### src/axi_tap_pkg.sv
`default_nettype none

package axi_tap_pkg;

  // AXI write-path field types
  typedef logic [31:0] addr_t;
  typedef logic [31:0] data_t;
  typedef logic [3:0]  strb_t;
  typedef logic [3:0]  id_t;
  typedef logic [7:0]  len_t;
  typedef logic [1:0]  resp_t;

  // stream side-band carries awlen, wstrb or bresp, zero-extended
  typedef logic [7:0]  tuser_t;

  // channel codes on the stream destination field
  // numbering kept compatible with the older five-channel tap
  typedef enum logic [2:0] {
    CHAN_AW = 3'd1,
    CHAN_W  = 3'd3,
    CHAN_B  = 3'd4
  } chan_t;

  // records buffered per channel before the arbiter
  localparam int DEFAULT_FIFO_DEPTH = 4;

endpackage

`default_nettype wire

### src/axi_tap_top.sv
`default_nettype none

module axi_tap_top #(
  parameter int FIFO_DEPTH = axi_tap_pkg::DEFAULT_FIFO_DEPTH
) (
  input  wire                     clk,
  input  wire                     resetn,
  // manager side
  input  wire axi_tap_pkg::id_t   s_awid,
  input  wire axi_tap_pkg::addr_t s_awaddr,
  input  wire axi_tap_pkg::len_t  s_awlen,
  input  wire                     s_awvalid,
  output logic                    s_awready,
  input  wire axi_tap_pkg::id_t   s_wid,
  input  wire axi_tap_pkg::data_t s_wdata,
  input  wire axi_tap_pkg::strb_t s_wstrb,
  input  wire                     s_wlast,
  input  wire                     s_wvalid,
  output logic                    s_wready,
  output axi_tap_pkg::id_t        s_bid,
  output axi_tap_pkg::resp_t      s_bresp,
  output logic                    s_bvalid,
  input  wire                     s_bready,
  // subordinate side
  output axi_tap_pkg::id_t        m_awid,
  output axi_tap_pkg::addr_t      m_awaddr,
  output axi_tap_pkg::len_t       m_awlen,
  output logic                    m_awvalid,
  input  wire                     m_awready,
  output axi_tap_pkg::id_t        m_wid,
  output axi_tap_pkg::data_t      m_wdata,
  output axi_tap_pkg::strb_t      m_wstrb,
  output logic                    m_wlast,
  output logic                    m_wvalid,
  input  wire                     m_wready,
  input  wire axi_tap_pkg::id_t   m_bid,
  input  wire axi_tap_pkg::resp_t m_bresp,
  input  wire                     m_bvalid,
  output logic                    m_bready,
  // captured handshakes
  output logic                    stream_tvalid,
  input  wire                     stream_tready,
  output axi_tap_pkg::data_t      stream_tdata,
  output axi_tap_pkg::id_t        stream_tid,
  output axi_tap_pkg::chan_t      stream_tdest,
  output axi_tap_pkg::tuser_t     stream_tuser,
  output logic                    stream_tlast
);

  logic                aw_rec_valid;
  logic                aw_rec_pop;
  axi_tap_pkg::data_t  aw_rec_data;
  axi_tap_pkg::id_t    aw_rec_id;
  axi_tap_pkg::tuser_t aw_rec_user;
  logic                aw_rec_last;
  axi_tap_pkg::chan_t  aw_rec_dest;

  logic                w_rec_valid;
  logic                w_rec_pop;
  axi_tap_pkg::data_t  w_rec_data;
  axi_tap_pkg::id_t    w_rec_id;
  axi_tap_pkg::tuser_t w_rec_user;
  logic                w_rec_last;
  axi_tap_pkg::chan_t  w_rec_dest;

  logic                b_rec_valid;
  logic                b_rec_pop;
  axi_tap_pkg::data_t  b_rec_data;
  axi_tap_pkg::id_t    b_rec_id;
  axi_tap_pkg::tuser_t b_rec_user;
  logic                b_rec_last;
  axi_tap_pkg::chan_t  b_rec_dest;

  tap_aw #(.FIFO_DEPTH(FIFO_DEPTH)) tap_aw_i (
    .clk(clk), .resetn(resetn),
    .s_awid(s_awid), .s_awaddr(s_awaddr), .s_awlen(s_awlen),
    .s_awvalid(s_awvalid), .s_awready(s_awready),
    .m_awid(m_awid), .m_awaddr(m_awaddr), .m_awlen(m_awlen),
    .m_awvalid(m_awvalid), .m_awready(m_awready),
    .rec_pop(aw_rec_pop), .rec_valid(aw_rec_valid), .rec_data(aw_rec_data),
    .rec_id(aw_rec_id), .rec_user(aw_rec_user), .rec_last(aw_rec_last),
    .rec_dest(aw_rec_dest)
  );

  tap_w #(.FIFO_DEPTH(FIFO_DEPTH)) tap_w_i (
    .clk(clk), .resetn(resetn),
    .s_wid(s_wid), .s_wdata(s_wdata), .s_wstrb(s_wstrb), .s_wlast(s_wlast),
    .s_wvalid(s_wvalid), .s_wready(s_wready),
    .m_wid(m_wid), .m_wdata(m_wdata), .m_wstrb(m_wstrb), .m_wlast(m_wlast),
    .m_wvalid(m_wvalid), .m_wready(m_wready),
    .rec_pop(w_rec_pop), .rec_valid(w_rec_valid), .rec_data(w_rec_data),
    .rec_id(w_rec_id), .rec_user(w_rec_user), .rec_last(w_rec_last),
    .rec_dest(w_rec_dest)
  );

  tap_b #(.FIFO_DEPTH(FIFO_DEPTH)) tap_b_i (
    .clk(clk), .resetn(resetn),
    .m_bid(m_bid), .m_bresp(m_bresp), .m_bvalid(m_bvalid), .m_bready(m_bready),
    .s_bid(s_bid), .s_bresp(s_bresp), .s_bvalid(s_bvalid), .s_bready(s_bready),
    .rec_pop(b_rec_pop), .rec_valid(b_rec_valid), .rec_data(b_rec_data),
    .rec_id(b_rec_id), .rec_user(b_rec_user), .rec_last(b_rec_last),
    .rec_dest(b_rec_dest)
  );

  tap_stream_arbiter arbiter_i (
    .clk(clk), .resetn(resetn),
    .aw_rec_valid(aw_rec_valid), .aw_rec_data(aw_rec_data), .aw_rec_id(aw_rec_id),
    .aw_rec_user(aw_rec_user), .aw_rec_last(aw_rec_last), .aw_rec_dest(aw_rec_dest),
    .w_rec_valid(w_rec_valid), .w_rec_data(w_rec_data), .w_rec_id(w_rec_id),
    .w_rec_user(w_rec_user), .w_rec_last(w_rec_last), .w_rec_dest(w_rec_dest),
    .b_rec_valid(b_rec_valid), .b_rec_data(b_rec_data), .b_rec_id(b_rec_id),
    .b_rec_user(b_rec_user), .b_rec_last(b_rec_last), .b_rec_dest(b_rec_dest),
    .aw_rec_pop(aw_rec_pop), .w_rec_pop(w_rec_pop), .b_rec_pop(b_rec_pop),
    .stream_tvalid(stream_tvalid), .stream_tready(stream_tready),
    .stream_tdata(stream_tdata), .stream_tid(stream_tid),
    .stream_tdest(stream_tdest), .stream_tuser(stream_tuser),
    .stream_tlast(stream_tlast)
  );

endmodule

`default_nettype wire

### src/tap_aw.sv
`default_nettype none

module tap_aw #(
  parameter int FIFO_DEPTH = axi_tap_pkg::DEFAULT_FIFO_DEPTH
) (
  input  wire                     clk,
  input  wire                     resetn,
  input  wire axi_tap_pkg::id_t   s_awid,
  input  wire axi_tap_pkg::addr_t s_awaddr,
  input  wire axi_tap_pkg::len_t  s_awlen,
  input  wire                     s_awvalid,
  input  wire                     m_awready,
  input  wire                     rec_pop,
  output logic                    s_awready,
  output axi_tap_pkg::id_t        m_awid,
  output axi_tap_pkg::addr_t      m_awaddr,
  output axi_tap_pkg::len_t       m_awlen,
  output logic                    m_awvalid,
  output logic                    rec_valid,
  output axi_tap_pkg::data_t      rec_data,
  output axi_tap_pkg::id_t        rec_id,
  output axi_tap_pkg::tuser_t     rec_user,
  output logic                    rec_last,
  output axi_tap_pkg::chan_t      rec_dest
);

  logic fifo_full;

  // the address phase only proceeds while there is room for its record
  assign m_awvalid = s_awvalid && !fifo_full;
  assign s_awready = m_awready && !fifo_full;
  assign m_awid    = s_awid;
  assign m_awaddr  = s_awaddr;
  assign m_awlen   = s_awlen;

  // an address record is always a single beat
  tap_record_fifo #(
    .FIFO_DEPTH(FIFO_DEPTH)
  ) rec_fifo_i (
    .clk(clk),
    .resetn(resetn),
    .push(s_awvalid && m_awready),
    .pop(rec_pop),
    .in_data(s_awaddr),
    .in_id(s_awid),
    .in_user(s_awlen),
    .in_last(1'b1),
    .full(fifo_full),
    .not_empty(rec_valid),
    .out_data(rec_data),
    .out_id(rec_id),
    .out_user(rec_user),
    .out_last(rec_last)
  );

  assign rec_dest = axi_tap_pkg::CHAN_AW;

endmodule

`default_nettype wire

### src/tap_b.sv
`default_nettype none

module tap_b #(
  parameter int FIFO_DEPTH = axi_tap_pkg::DEFAULT_FIFO_DEPTH
) (
  input  wire                     clk,
  input  wire                     resetn,
  input  wire axi_tap_pkg::id_t   m_bid,
  input  wire axi_tap_pkg::resp_t m_bresp,
  input  wire                     m_bvalid,
  input  wire                     s_bready,
  input  wire                     rec_pop,
  output logic                    m_bready,
  output axi_tap_pkg::id_t        s_bid,
  output axi_tap_pkg::resp_t      s_bresp,
  output logic                    s_bvalid,
  output logic                    rec_valid,
  output axi_tap_pkg::data_t      rec_data,
  output axi_tap_pkg::id_t        rec_id,
  output axi_tap_pkg::tuser_t     rec_user,
  output logic                    rec_last,
  output axi_tap_pkg::chan_t      rec_dest
);

  logic fifo_full;

  // responses run from the subordinate back toward the manager
  assign s_bvalid = m_bvalid && !fifo_full;
  assign m_bready = s_bready && !fifo_full;
  assign s_bid    = m_bid;
  assign s_bresp  = m_bresp;

  // a response has no payload, only id and resp are of interest
  tap_record_fifo #(
    .FIFO_DEPTH(FIFO_DEPTH)
  ) rec_fifo_i (
    .clk(clk),
    .resetn(resetn),
    .push(m_bvalid && s_bready),
    .pop(rec_pop),
    .in_data('0),
    .in_id(m_bid),
    .in_user(axi_tap_pkg::tuser_t'(m_bresp)),
    .in_last(1'b1),
    .full(fifo_full),
    .not_empty(rec_valid),
    .out_data(rec_data),
    .out_id(rec_id),
    .out_user(rec_user),
    .out_last(rec_last)
  );

  assign rec_dest = axi_tap_pkg::CHAN_B;

endmodule

`default_nettype wire

### src/tap_record_fifo.sv
`default_nettype none

module tap_record_fifo #(
  parameter int FIFO_DEPTH = axi_tap_pkg::DEFAULT_FIFO_DEPTH
) (
  input  wire                  clk,
  input  wire                  resetn,
  input  wire                  push,
  input  wire                  pop,
  input  wire axi_tap_pkg::data_t  in_data,
  input  wire axi_tap_pkg::id_t    in_id,
  input  wire axi_tap_pkg::tuser_t in_user,
  input  wire                  in_last,
  output logic                 full,
  output logic                 not_empty,
  output axi_tap_pkg::data_t   out_data,
  output axi_tap_pkg::id_t     out_id,
  output axi_tap_pkg::tuser_t  out_user,
  output logic                 out_last
);

  localparam int PTR_W = $clog2(FIFO_DEPTH);

  axi_tap_pkg::data_t  data_mem [FIFO_DEPTH];
  axi_tap_pkg::id_t    id_mem   [FIFO_DEPTH];
  axi_tap_pkg::tuser_t user_mem [FIFO_DEPTH];
  logic                last_mem [FIFO_DEPTH];

  logic [PTR_W-1:0] rd_ptr;
  logic [PTR_W-1:0] wr_ptr;
  logic [PTR_W:0]   count;
  logic             do_push;
  logic             do_pop;

  assign full      = (count == (PTR_W + 1)'(FIFO_DEPTH));
  assign not_empty = (count != '0);

  // requests that cannot be served are dropped here
  assign do_push = push && !full;
  assign do_pop  = pop && not_empty;

  // pointers wrap on their own since the depth is a power of two
  always_ff @(posedge clk) begin
    if (resetn) begin
      rd_ptr <= '0;
      wr_ptr <= '0;
      count  <= '0;
    end else begin
      if (do_push) begin
        wr_ptr <= wr_ptr + 1'b1;
      end
      if (do_pop) begin
        rd_ptr <= rd_ptr + 1'b1;
      end
      if (do_push && !do_pop) begin
        count <= count + 1'b1;
      end else if (do_pop && !do_push) begin
        count <= count - 1'b1;
      end
    end
  end

  always_ff @(posedge clk) begin
    if (do_push) begin
      data_mem[wr_ptr] <= in_data;
      id_mem[wr_ptr]   <= in_id;
      user_mem[wr_ptr] <= in_user;
      last_mem[wr_ptr] <= in_last;
    end
  end

  // head record is visible without a read cycle
  assign out_data = data_mem[rd_ptr];
  assign out_id   = id_mem[rd_ptr];
  assign out_user = user_mem[rd_ptr];
  assign out_last = last_mem[rd_ptr];

endmodule

`default_nettype wire

### src/tap_stream_arbiter.sv
`default_nettype none

module tap_stream_arbiter (
  input  wire                      clk,
  input  wire                      resetn,
  input  wire                      stream_tready,
  input  wire                      aw_rec_valid,
  input  wire axi_tap_pkg::data_t  aw_rec_data,
  input  wire axi_tap_pkg::id_t    aw_rec_id,
  input  wire axi_tap_pkg::tuser_t aw_rec_user,
  input  wire                      aw_rec_last,
  input  wire axi_tap_pkg::chan_t  aw_rec_dest,
  input  wire                      w_rec_valid,
  input  wire axi_tap_pkg::data_t  w_rec_data,
  input  wire axi_tap_pkg::id_t    w_rec_id,
  input  wire axi_tap_pkg::tuser_t w_rec_user,
  input  wire                      w_rec_last,
  input  wire axi_tap_pkg::chan_t  w_rec_dest,
  input  wire                      b_rec_valid,
  input  wire axi_tap_pkg::data_t  b_rec_data,
  input  wire axi_tap_pkg::id_t    b_rec_id,
  input  wire axi_tap_pkg::tuser_t b_rec_user,
  input  wire                      b_rec_last,
  input  wire axi_tap_pkg::chan_t  b_rec_dest,
  output logic                     aw_rec_pop,
  output logic                     w_rec_pop,
  output logic                     b_rec_pop,
  output logic                     stream_tvalid,
  output axi_tap_pkg::data_t       stream_tdata,
  output axi_tap_pkg::id_t         stream_tid,
  output axi_tap_pkg::chan_t       stream_tdest,
  output axi_tap_pkg::tuser_t      stream_tuser,
  output logic                     stream_tlast
);

  typedef logic [1:0] chan_idx_t;
  typedef enum logic {
    ARB_IDLE,
    ARB_BURST
  } arb_state_t;

  localparam chan_idx_t AW_IDX = 2'd0;
  localparam chan_idx_t W_IDX  = 2'd1;
  localparam chan_idx_t B_IDX  = 2'd2;

  arb_state_t          state;
  chan_idx_t           last_idx;
  chan_idx_t           cand_first;
  chan_idx_t           cand_second;
  chan_idx_t           grant_idx;
  logic                grant;
  logic                load_ok;
  logic [2:0]          valid_v;
  logic [2:0]          last_v;
  axi_tap_pkg::data_t  data_v [3];
  axi_tap_pkg::id_t    id_v   [3];
  axi_tap_pkg::tuser_t user_v [3];
  axi_tap_pkg::chan_t  dest_v [3];

  function automatic chan_idx_t next_chan(input chan_idx_t idx);
    return (idx == B_IDX) ? AW_IDX : idx + 2'd1;
  endfunction

  // channel order here sets the search order AW, W, B
  assign valid_v = {b_rec_valid, w_rec_valid, aw_rec_valid};
  assign last_v  = {b_rec_last, w_rec_last, aw_rec_last};
  assign data_v  = '{aw_rec_data, w_rec_data, b_rec_data};
  assign id_v    = '{aw_rec_id, w_rec_id, b_rec_id};
  assign user_v  = '{aw_rec_user, w_rec_user, b_rec_user};
  assign dest_v  = '{aw_rec_dest, w_rec_dest, b_rec_dest};

  // the output register takes a new beat when empty or draining this cycle
  assign load_ok = !stream_tvalid || stream_tready;

  assign cand_first  = next_chan(last_idx);
  assign cand_second = next_chan(cand_first);

  always_comb begin
    grant     = 1'b0;
    grant_idx = last_idx;
    if (load_ok) begin
      if (state == ARB_BURST) begin
        // an open W burst keeps the grant until its last beat
        grant = valid_v[last_idx];
      end else if (valid_v[cand_first]) begin
        grant     = 1'b1;
        grant_idx = cand_first;
      end else if (valid_v[cand_second]) begin
        grant     = 1'b1;
        grant_idx = cand_second;
      end else if (valid_v[last_idx]) begin
        grant = 1'b1;
      end
    end
  end

  assign aw_rec_pop = grant && (grant_idx == AW_IDX);
  assign w_rec_pop  = grant && (grant_idx == W_IDX);
  assign b_rec_pop  = grant && (grant_idx == B_IDX);

  // starting from B makes AW the first channel searched after reset
  always_ff @(posedge clk) begin
    if (resetn) begin
      state         <= ARB_IDLE;
      last_idx      <= B_IDX;
      stream_tvalid <= 1'b0;
    end else if (grant) begin
      state         <= last_v[grant_idx] ? ARB_IDLE : ARB_BURST;
      last_idx      <= grant_idx;
      stream_tvalid <= 1'b1;
    end else if (stream_tready) begin
      stream_tvalid <= 1'b0;
    end
  end

  // payload only moves on a grant, so it holds under back-pressure
  always_ff @(posedge clk) begin
    if (grant) begin
      stream_tdata <= data_v[grant_idx];
      stream_tid   <= id_v[grant_idx];
      stream_tuser <= user_v[grant_idx];
      stream_tlast <= last_v[grant_idx];
      stream_tdest <= dest_v[grant_idx];
    end
  end

endmodule

`default_nettype wire

### src/tap_w.sv
`default_nettype none

module tap_w #(
  parameter int FIFO_DEPTH = axi_tap_pkg::DEFAULT_FIFO_DEPTH
) (
  input  wire                     clk,
  input  wire                     resetn,
  input  wire axi_tap_pkg::id_t   s_wid,
  input  wire axi_tap_pkg::data_t s_wdata,
  input  wire axi_tap_pkg::strb_t s_wstrb,
  input  wire                     s_wlast,
  input  wire                     s_wvalid,
  input  wire                     m_wready,
  input  wire                     rec_pop,
  output logic                    s_wready,
  output axi_tap_pkg::id_t        m_wid,
  output axi_tap_pkg::data_t      m_wdata,
  output axi_tap_pkg::strb_t      m_wstrb,
  output logic                    m_wlast,
  output logic                    m_wvalid,
  output logic                    rec_valid,
  output axi_tap_pkg::data_t      rec_data,
  output axi_tap_pkg::id_t        rec_id,
  output axi_tap_pkg::tuser_t     rec_user,
  output logic                    rec_last,
  output axi_tap_pkg::chan_t      rec_dest
);

  logic fifo_full;

  assign m_wvalid = s_wvalid && !fifo_full;
  assign s_wready = m_wready && !fifo_full;
  assign m_wid    = s_wid;
  assign m_wdata  = s_wdata;
  assign m_wstrb  = s_wstrb;
  assign m_wlast  = s_wlast;

  // every beat is captured, wlast marks the end of the burst on the stream
  tap_record_fifo #(
    .FIFO_DEPTH(FIFO_DEPTH)
  ) rec_fifo_i (
    .clk(clk),
    .resetn(resetn),
    .push(s_wvalid && m_wready),
    .pop(rec_pop),
    .in_data(s_wdata),
    .in_id(s_wid),
    .in_user(axi_tap_pkg::tuser_t'(s_wstrb)),
    .in_last(s_wlast),
    .full(fifo_full),
    .not_empty(rec_valid),
    .out_data(rec_data),
    .out_id(rec_id),
    .out_user(rec_user),
    .out_last(rec_last)
  );

  assign rec_dest = axi_tap_pkg::CHAN_W;

endmodule

`default_nettype wire

### config.mk
export PLATFORM = sky130hd
export DESIGN_NAME = axi_tap_top
export DESIGN_NICKNAME = d
export VERILOG_FILES = /design/src/axi_tap_pkg.sv /design/src/axi_tap_top.sv /design/src/tap_aw.sv /design/src/tap_b.sv /design/src/tap_record_fifo.sv /design/src/tap_stream_arbiter.sv /design/src/tap_w.sv
export SDC_FILE = /design/constraint.sdc
export NUM_CORES = 1
export LEC_CHECK = 0
export BUFFER_PORTS_ARGS = -buffer_cell sky130_fd_sc_hd__buf_2
export CAP_MARGIN = 0
export CORE_MARGIN = 4
export CORE_UTILIZATION = 57
export DETAILED_ROUTE_END_ITERATION = 12
export GPL_TIMING_DRIVEN = 1
export PLACE_DENSITY_LB_ADDON = 0.15
export SLEW_MARGIN = 0
export SYNTH_ARGS = -nofsm -noshare
export SYNTH_HDL_FRONTEND = slang
export SYNTH_SLANG_ARGS = --single-unit
### constraint.sdc
create_clock -name clk -period 5.4 [get_ports clk]
set_clock_uncertainty 0.1 [all_clocks]
set_input_delay 1.62 -clock clk [delete_from_list [all_inputs] [get_ports clk]]
set_output_delay 1.62 -clock clk [all_outputs]
set_load 0.02 [all_outputs]
# ---- Word level (Yosys, flattened, before mapping)
# Memories as Yosys holds them, arrays and structs flattened. A register that Yosys moved wholly into a read port is not among the register bits.
# Index checks and enable logic that the tools add are counted.
dict set report op_classes {
  addsub 14
  n_eq_ne 7
  n_mux 64
  bitwise_logic 1
  n_reduce_logical 43
  n_lt_le_gt_ge 5
}
# operator count
set op_table {}
lappend op_table {{binary-select mux 32 bit (select 2 bit)} 1}
lappend op_table {{2-to-1 mux 32 bit} 2}
lappend op_table {{2-to-1 mux 2 bit} 24}
lappend op_table {{logical AND 1 bit} 24}
lappend op_table {{2-to-1 mux 3 bit} 8}
lappend op_table {{2-to-1 mux 1 bit} 18}
lappend op_table {{adder 2 x 1 -> 2 bit (second input constant)} 8}
lappend op_table {{binary-select mux 8 bit (select 2 bit)} 1}
lappend op_table {{2-to-1 mux 8 bit} 2}
lappend op_table {{less-than comparator 2 x 3 -> 1 bit (second input constant)} 4}
lappend op_table {{zero test 1 bit} 10}
lappend op_table {{adder 3 x 1 -> 3 bit (second input constant)} 3}
lappend op_table {{equality test 3 bit (second input constant)} 3}
lappend op_table {{nonzero test 3 bit} 3}
lappend op_table {{subtractor 3 x 1 -> 3 bit (second input constant)} 3}
lappend op_table {{binary-select mux 1 bit (select 2 bit)} 4}
lappend op_table {{binary-select mux 4 bit (select 2 bit)} 1}
lappend op_table {{2-to-1 mux 4 bit} 2}
lappend op_table {{nonzero test 2 bit} 4}
lappend op_table {{binary-select mux 3 bit (select 2 bit)} 1}
lappend op_table {{equality test 2 bit (second input constant)} 3}
lappend op_table {{greater-or-equal comparator 3 bit (second input constant)} 1}
lappend op_table {{NOT 2 -> 3 bit} 1}
lappend op_table {{equality test 2 x 1 -> 1 bit (second input constant)} 1}
lappend op_table {{2 further kinds} 2}
dict set report totals {
  memories 9
  register_bits 73
  ram_bits 364
  in_bits 100
  word_cells 160
}
# memory depth word_bits rd rd_ports_with_merged_regs write_ports line_no
set memory_table {}
lappend memory_table {tap_aw_i.rec_fifo_i.data_mem 4 32 1 1 1 tap_record_fifo.sv:24} ;# axi_tap_pkg::data_t data_mem [FIFO_DEPTH];
lappend memory_table {tap_w_i.rec_fifo_i.data_mem 4 32 1 1 1 tap_record_fifo.sv:24}
lappend memory_table {tap_aw_i.rec_fifo_i.user_mem 4 8 1 1 1 tap_record_fifo.sv:26} ;# axi_tap_pkg::tuser_t user_mem [FIFO_DEPTH];
lappend memory_table {tap_aw_i.rec_fifo_i.id_mem 4 4 1 1 1 tap_record_fifo.sv:25} ;# axi_tap_pkg::id_t id_mem [FIFO_DEPTH];
lappend memory_table {tap_b_i.rec_fifo_i.id_mem 4 4 1 1 1 tap_record_fifo.sv:25}
lappend memory_table {tap_w_i.rec_fifo_i.id_mem 4 4 1 1 1 tap_record_fifo.sv:25}
lappend memory_table {{3 more memories} - - - - - -}

# ---- Depth between registers and ports, before layout
# Gate-level depths: netlist of run 1.
dict set report depth {
  ltp_word 16
  mapped_depth 12
  ltp_nobuf 11
}

# ---- By module
# A second synthesis of run 1 with hierarchy kept.
dict set report hier_totals {
  cells_unflattened 1169
  area_unflattened_um2 24711.2
}
# mod instances cells_each seq_area_each_um2 area_per_inst_um2
set by_module_without_submodules {}
lappend by_module_without_submodules {tap_record_fifo 3 283 5585.4 7023.0}
lappend by_module_without_submodules {tap_stream_arbiter 1 205 1521.5 2812.7}
lappend by_module_without_submodules {tap_aw 1 52 0.0 379.1}
lappend by_module_without_submodules {tap_w 1 49 0.0 356.6}
lappend by_module_without_submodules {tap_b 1 14 0.0 93.8}

# ---- Worst setup path before layout of run 1
# OpenSTA, ideal clock, no wires.
dict set report synth_timing {
  kind {input to register}
  start {in stream_tready}
  end {reg tap_w_i.rec_fifo_i.count[2]}
  stages 12
  slack_ps 715
  arrival_time_ps 4514
  setup_time_ps 71
  n_path_buf 1
  cell_sequence {nor2b_1 -> buf_2 -> nor2_1 -> a221oi_2 -> inv_1 -> nand2_1 -> ha_1 -> inv_1 -> fa_1 -> xor2_1 -> or3_1 -> a21oi_1}
}
# element line_no
set synth_rtl {}
lappend synth_rtl {{start, declared} axi_tap_top.sv:42} ;# input wire stream_tready,
lappend synth_rtl {{logical OR 1 bit (*)} tap_stream_arbiter.sv:73} ;# assign load_ok = !stream_tvalid || stream_tready;
lappend synth_rtl {{2-to-1 mux 1 bit (*)} tap_stream_arbiter.sv:81} ;# if (load_ok) begin
lappend synth_rtl {{net arbiter_i.grant} tap_stream_arbiter.sv:51} ;# logic grant;
lappend synth_rtl {{logical AND 1 bit (*)} tap_stream_arbiter.sv:98} ;# assign w_rec_pop = grant && (grant_idx == W_IDX);
lappend synth_rtl {{logical AND 1 bit (*)} tap_record_fifo.sv:40} ;# assign do_pop = pop && not_empty;
lappend synth_rtl {{zero test 1 bit} tap_record_fifo.sv:55} ;# if (do_push && !do_pop) begin
lappend synth_rtl {{logical AND 1 bit} tap_record_fifo.sv:55}
lappend synth_rtl {{2-to-1 mux 3 bit or nonzero test 2 bit (tied branches)} -}
lappend synth_rtl {{end signal, assigned} tap_record_fifo.sv:56} ;# count <= count + 1'b1;
lappend synth_rtl {{end signal, assigned} tap_record_fifo.sv:58} ;# count <= count - 1'b1;
lappend synth_rtl {{end, declared} tap_record_fifo.sv:31} ;# logic [PTR_W:0] count;
# Mark *: on every way through the listed nets, which the timed path passes. The rest lies on a longest branch.
# A chain may end at the register's enable or synchronous reset.

# ---- Worst setup path after layout of run 1
dict set report layout_timing {
  start {in s_awvalid}
  end {out m_awvalid}
}
dict set report layout_via {
  elab_chain_cells 1
}
# element line_no
set layout_rtl {}
lappend layout_rtl {{start, declared} axi_tap_top.sv:12} ;# input wire s_awvalid,
lappend layout_rtl {{logical AND 1 bit} tap_aw.sv:30} ;# assign m_awvalid = s_awvalid && !fifo_full;
lappend layout_rtl {{end, declared} axi_tap_top.sv:28} ;# output logic m_awvalid,
# Every way passes these cells.

==> results.ini, run 1 <==
[outcome]
status=finished, final reports clean

[floorplan]
ios=246
die_h_um=184
rows=64
core_um2=30600
die_x_um=184
die-area_um2=33800
initial_utilization_pct=57.7

[clock_tree]
cts_tree=done
clock_path_buffers=3
cts.sinks=443
path_clk_slew_ps=60
postCtsHoldBufs=0
clk-insertion-delay-late_ps=550
postCtsSetupBuffers=0
ctsResizeCount=0
cts_root_buffer=clkbuf_16
h-tree-depth=2
cts_buffers=43

[drt]
vias=8904
drt_iter0_drc=652
wl_per_cell_um=23.0
drc=0
postRouteAntennaNets=0
vias_per_cell=5.71
dr.pass1.iters=5
routed_wl_mm=35.8

[power_and_ir_drop]
power_frac_seq_pct=46.0
pwr-share-clk_pct=28.6
irDropWorstVdd_uv=342
internal_power_mw=6.86
power.density_nw_per_um2=496
combPwrFrac_pct=25.4
sw_frac_of_total_pct=31.0
switchingPower_mw=3.09
leakagePower_nw=7.06

[yosys]
yosysSeqAreaShare_pct=73.6
ys_seq_elements=443
synthTopCellsByCount=edfxtp_1, buf_4, mux4_2
ys_async_sr_fraction_pct=0
yosysWarnings=0
synth_cells=957
synthTopCellsByArea=edfxtp_1, mux4_2, buf_4, dfxtp_1, nand2_1
synth.most_common_cell=edfxtp_1
avgSynthCellArea_um2=18.4
synthesis.nets=1075
synth-edff-count=412
syn_area_um2=17600
ys.flop_type=edfxtp_1
synth_cell_types=48
synth.largest_area_cell=edfxtp_1
synth_top_cell_area_share_pct=70.1

[cells_and_area]
nNetsFinal=1248
utilization_pct=65.5
drive_gt1_share_pct=37.7
area_growth_pct=13.6

[timing]
fin_setup_tns_ps=0
clock.fmax_mhz=245
drv_slew=0
hold_violations=0
report.final.setup_viol=0
grt_setup_unrepaired=false
period_share_pct=75.5
finalCriticalPeriod_ps=4080
slew-limit-headroom_pct=34.8
tightest_slew_ps=979

[global_route]
grt_pass1_vias=9020
grt_pass1_wl_mm=53.6
grt_max_degree=49
grt_overflow=0
grt_usage_pct=21.0
antenna_found_initial=1

[setup_path]
crit_required_ps=3680
cp-end-kind=output port
critical_path_class=in -> out
arrival_ps=2360
startpoint_type=input pin
cp_max_fo=6

[placement]
portBuffers=245
place_congestion=0.751
dpl.hpwl_mm=21.7

[hold_path]
holdCritPathClass=reg -> reg

[job]
drv_cap=0

-- cells by family after synthesis --
group / count (synthesis) / share of synthesized area (%)
adders and majority gates: 18 / 1.40
muxes: 109 / 12.7
AOI/OAI and AO/OA: 82 / 2.86
xor gates and xnor gates: 10 / 0.496
buffers and inverters: 150 / 5.18
DFF: 443 / 73.6
and+or+nand+nor: 145 / 3.76
-- final timing paths --
check	from	endpoint	slack, ps	cells after the start
min reg2reg	tap_w_i.rec_fifo_i.rd_ptr[1]$_SDFFE_PP0P_	flop	380	2
max	s_awvalid	m_awvalid	1320	3
max reg2reg	tap_b_i.rec_fifo_i.count[0]$_SDFFE_PP0P_	tap_b_i.rec_fifo_i.count[2]$_SDFFE_PP0P_	2270	11
min	tap_w_i.rec_fifo_i.rd_ptr[1]$_SDFFE_PP0P_	flop	380	2
-- critical path: stages --
cell	delay, ps
buf_2	70
a21boi_0	410
buf_2	260
-- routing by layer --
metal / vias up / part of all wire, % / GRT usage (%)
met5: - / 0 / 0
met4: 0 / 1.8 / 5.15
met3: 41 / 6.5 / 3.40
met2: 314 / 48 / 33.4
met1: 4561 / 43 / 31.2
li1: 3988 / - / -
-- cells in the final DEF, fill, tap and decap left out, types with 6 or more instances in the layout --
cell and n:
clkbuf_1 8, buf_2 245, nand3_1 7, nand2_1 71, mux2i_1 13, clkbuf_16 43, ha_1 15, clkinv_2 8
a21oi_1 43, nor2b_1 8, mux4_2 91, a21boi_0 6, dfxtp_1 27, o21ai_0 15, clkinv_1 13, nor2_1 28
and3_2 8, inv_1 14, xor2_1 6, edfxtp_1 412, buf_4 18
-- power groups by stage --
stage | combinational (mW) | clock, mW | sequential (mW)
2_1_floorplan | 1.58 | 0 | 4.72
4_1_cts | 2.55 | 2.90 | 4.59
3_5_place_dp | 2.53 | 0 | 4.65
6_report | 2.53 | 2.85 | 4.57
5_1_grt | 2.74 | 3.06 | 4.63
3_3_place_gp | 2.50 | 0 | 4.65
-- per-stage QoR --
stage | worst slack (ps) | cell area [um2] | hold slack, ps | total power [mW] | instances
floorplan | 715 | 17600 | 355 | 6.31 | 957
global placement | 1060 | 18700 | 360 | 7.15 | 1481
detailed placement | 981 | 18700 | 372 | 7.19 | 1481
CTS | 1320 | 20000 | 376 | 10.0 | 1559
global route | 1220 | 20000 | 384 | 10.4 | 1560
finish | 1320 | 20000 | 381 | 9.95 | 1560
-- state kept, by name, summed over array words and instances (netlist names), 16 cells and up, named ones only --
| signal | count |
|---|---|
| tap_w_i.rec_fifo_i.user_mem | 16 |
| arbiter_i.stream_tdata | 32 |
| tap_b_i.rec_fifo_i.id_mem | 16 |
| tap_aw_i.rec_fifo_i.data_mem | 128 |
| tap_aw_i.rec_fifo_i.id_mem | 16 |
| tap_w_i.rec_fifo_i.id_mem | 16 |
| tap_w_i.rec_fifo_i.data_mem | 128 |
| tap_aw_i.rec_fifo_i.user_mem | 32 |
-- cell type report --
type                    instances  area (um2)
diodes                          1        2.50
clock buffers                  51        1110
clock inverters                27         234
fillers                      2108       10500
inverters                      15        56.3
multi-input cells             364        3790
flip-flops and latches        443       13000
well taps                     396         495
repair buffers                263        1360
Note: power is estimated with default switching activity, not from simulation.
==> run 2, diff against run 1 <==
clock period = 4.1 ns   (was 5.4 ns; I/O delays follow)
==> run 2 against run 1 <==
Compared with the run above:
- utilization up 0.31 points
- sequential cell count stayed put
- wire length is 0.48% lower
- critical path type unchanged
==> results.ini, run 2 (synthesized netlist as in run 1, its figures left out) <==
[timing]
tightest_slew_ps=1010  ; +34.6 ps
drv_slew=0  ; unchanged
report.final.setup_viol=0  ; unchanged
period_share_pct=83.9
finalCriticalPeriod_ps=3440
slew-limit-headroom_pct=32.4  ; -2.3 points
hold_violations=0  ; unchanged
grt_setup_unrepaired=false
clock.fmax_mhz=291
finalWorstSetupSlack_ps=659  ; -663 ps

[power_and_ir_drop]
power.density_nw_per_um2=652  ; +31%
irDropWorstVdd_uv=681  ; +99%
combPwrFrac_pct=25.6  ; +0.2 points
switchingPower_mw=4.07  ; +32%
leakagePower_nw=7.06  ; about the same
power_frac_seq_pct=46.2  ; +0.2 points
total_power_mw=13.1  ; +32%
pwr-share-clk_pct=28.2  ; -0.4 points
sw_frac_of_total_pct=31.0  ; about the same
internal_power_mw=9.06  ; +32%

[cells_and_area]
multiInputGateArea_um2=3810  ; +0.63%
nNetsFinal=1250  ; +0.16%
final_common_cell=edfxtp_1
drive_gt1_share_pct=37.9  ; +0.13 points
fillCellCount=2151  ; +2.0%
insertedDiodeCount=0  ; -1
instances_no_fill=1555  ; -0.32%
final_area_um2=20100  ; +0.47%
regArea_um2=13000  ; unchanged
area_growth_pct=14.1
final_cell_mix=edfxtp_1, buf_2, mux4_2, nand2_1, clkbuf_16
reg.largest.list=tap_aw_i.rec_fifo_i.data_mem: 128 flops, tap_w_i.rec_fifo_i.data_mem: 128 flops
utilization_pct=65.8  ; +0.31 points

[clock_tree]
postCtsSetupBuffers=0  ; unchanged
cts.sinks=443  ; unchanged
clk-insertion-delay-late_ps=540  ; about the same
cts_tree=done
postCtsHoldBufs=0  ; unchanged
ctsResizeCount=0  ; unchanged
path_clk_slew_ps=60  ; about the same
cts_buffers=44  ; +2.3%
h-tree-depth=2  ; unchanged
cts_root_buffer=clkbuf_16
clock_path_buffers=3  ; unchanged

[placement]
place_area_um2=18800  ; +0.66%
portBuffers=245  ; unchanged
place_congestion=0.771  ; +2.6%
dpl.hpwl_mm=21.4  ; -1.5%
place_ws_ps=403  ; -578 ps
dp.cells=1482  ; +0.068%

[global_route]
grt_max_degree=51  ; +4.1%
grt_overflow=0  ; unchanged
grt_pass1_wl_mm=53.7  ; +0.21%
grt_usage_pct=21.1  ; +0.041 points
grt_pass1_vias=9035  ; +0.17%
antenna_found_initial=0  ; -1

[drt]
postRouteAntennaNets=0  ; unchanged
dr.pass1.iters=5  ; unchanged
drt_iter0_drc=754  ; +16%
vias=8908  ; +0.045%
routed_wl_mm=35.7  ; -0.48%
wl_per_cell_um=22.9  ; -0.16%
vias_per_cell=5.73  ; +0.37%
drc=0  ; unchanged

[setup_path]
cp_slowest_stage_delay_ps=520  ; +110 ps
startpoint_type=input pin
crit_family=compound AO/OA/AOI/OAI gates
cp.depth=3  ; unchanged
worstSetupStartpoint=m_bvalid
arrival_ps=2110  ; -250 ps
setup.worst_path.end=s_bvalid
r2r_slack_ps=990  ; -1280 ps
cp-end-kind=output port
cp_num_buf_inv=2  ; unchanged
crit_required_ps=2770  ; -910 ps
crit_path_frequent_cell=buf_2
critical_path_class=in -> out
rr_worst_depth=10  ; -1
critical_path.slowest_cell=a21boi_0
r2r_start=tap_w_i.rec_fifo_i.count[0]$_SDFFE_PP0P_
path_cells=buf_2 -> a21boi_0 -> buf_2
cp_max_fo=6  ; unchanged
r2r-end=tap_b_i.rec_fifo_i.count[2]$_SDFFE_PP0P_

[floorplan]
die-area_um2=33800  ; unchanged
ios=246  ; unchanged
die_h_um=184  ; unchanged
core_um2=30600  ; unchanged
die_x_um=184  ; unchanged
rows=64  ; unchanged
initial_utilization_pct=57.7  ; unchanged

[hold_path]
holdCritPathClass=reg -> reg

[job]
drv_cap=0  ; unchanged

[outcome]
status=finished, final reports clean

[run 2: cell count changes in the layout (fill, tap and decap cells not counted), moves of 2 or more]
cell,delta
clkinv_1,-3
buf_4,-6
bufinv_16,-2
clkbuf_1,+3
clkinv_2,-7
clkbuf_8,+2
buf_12,+7
clkbuf_16,+2
[run 2: power by group through the flow]
stage	combinational [mW]	sequential (mW)	clock (mW)
floorplan	2.12	6.22	0
global placement	3.32	6.18	0
detailed placement	3.39	6.18	0
CTS	3.40	6.10	3.77
global route	3.64	6.15	3.98
finish	3.36	6.07	3.70
[run 2: per-stage QoR]
stage | hold slack (ps) | TNS [ps]
2_1_floorplan | 355 | -105
3_3_place_gp | 369 | 0
3_5_place_dp | 371 | 0
4_1_cts | 383 | 0
5_1_grt | 417 | 0
6_report | 380 | 0
[run 2: worst min-delay path by stage]
stage,from,endpoint,slack (ps),depth (start not counted)
global placement,tap_w_i.rec_fifo_i.rd_ptr[1]$_SDFFE_PP0P_,flop,370,2
floorplan,tap_w_i.rec_fifo_i.rd_ptr[1]$_SDFFE_PP0P_,flop,350,2
detailed placement,tap_w_i.rec_fifo_i.rd_ptr[1]$_SDFFE_PP0P_,flop,370,2
global route,tap_w_i.rec_fifo_i.rd_ptr[1]$_SDFFE_PP0P_,flop,420,2
finish,tap_w_i.rec_fifo_i.rd_ptr[1]$_SDFFE_PP0P_,flop,380,2
CTS,tap_w_i.rec_fifo_i.rd_ptr[1]$_SDFFE_PP0P_,flop,380,2
[run 2: final cells by class]
cell class                      instances  share of cell area [%]
Sequential cell                       443                    64.6
Multi-Input combinational cell        364                    18.9
Timing Repair Buffer                  264                    7.23
Clock buffer                           58                    5.93
Tap cell                              396                    2.46
Clock inverter                         15                   0.596
Inverter                               15                   0.298
[run 2: per-layer routing]
layer	part of all wire [%]	GRT usage [%]	up-vias
met2	49	33.9	303
li1	-	-	3981
met1	43	31.4	4578
met5	0	0	-
met4	1.6	4.64	0
met3	6.2	3.01	46
[run 2: worst reg2reg max path: cells and delay by family (launching register included)]
family,cells,cell delay (ps)
flops,1,370
xor+xnor,1,180
buf+inv,1,70
fa+ha+maj,2,580
compound gates,4,1000
simple gates,2,750
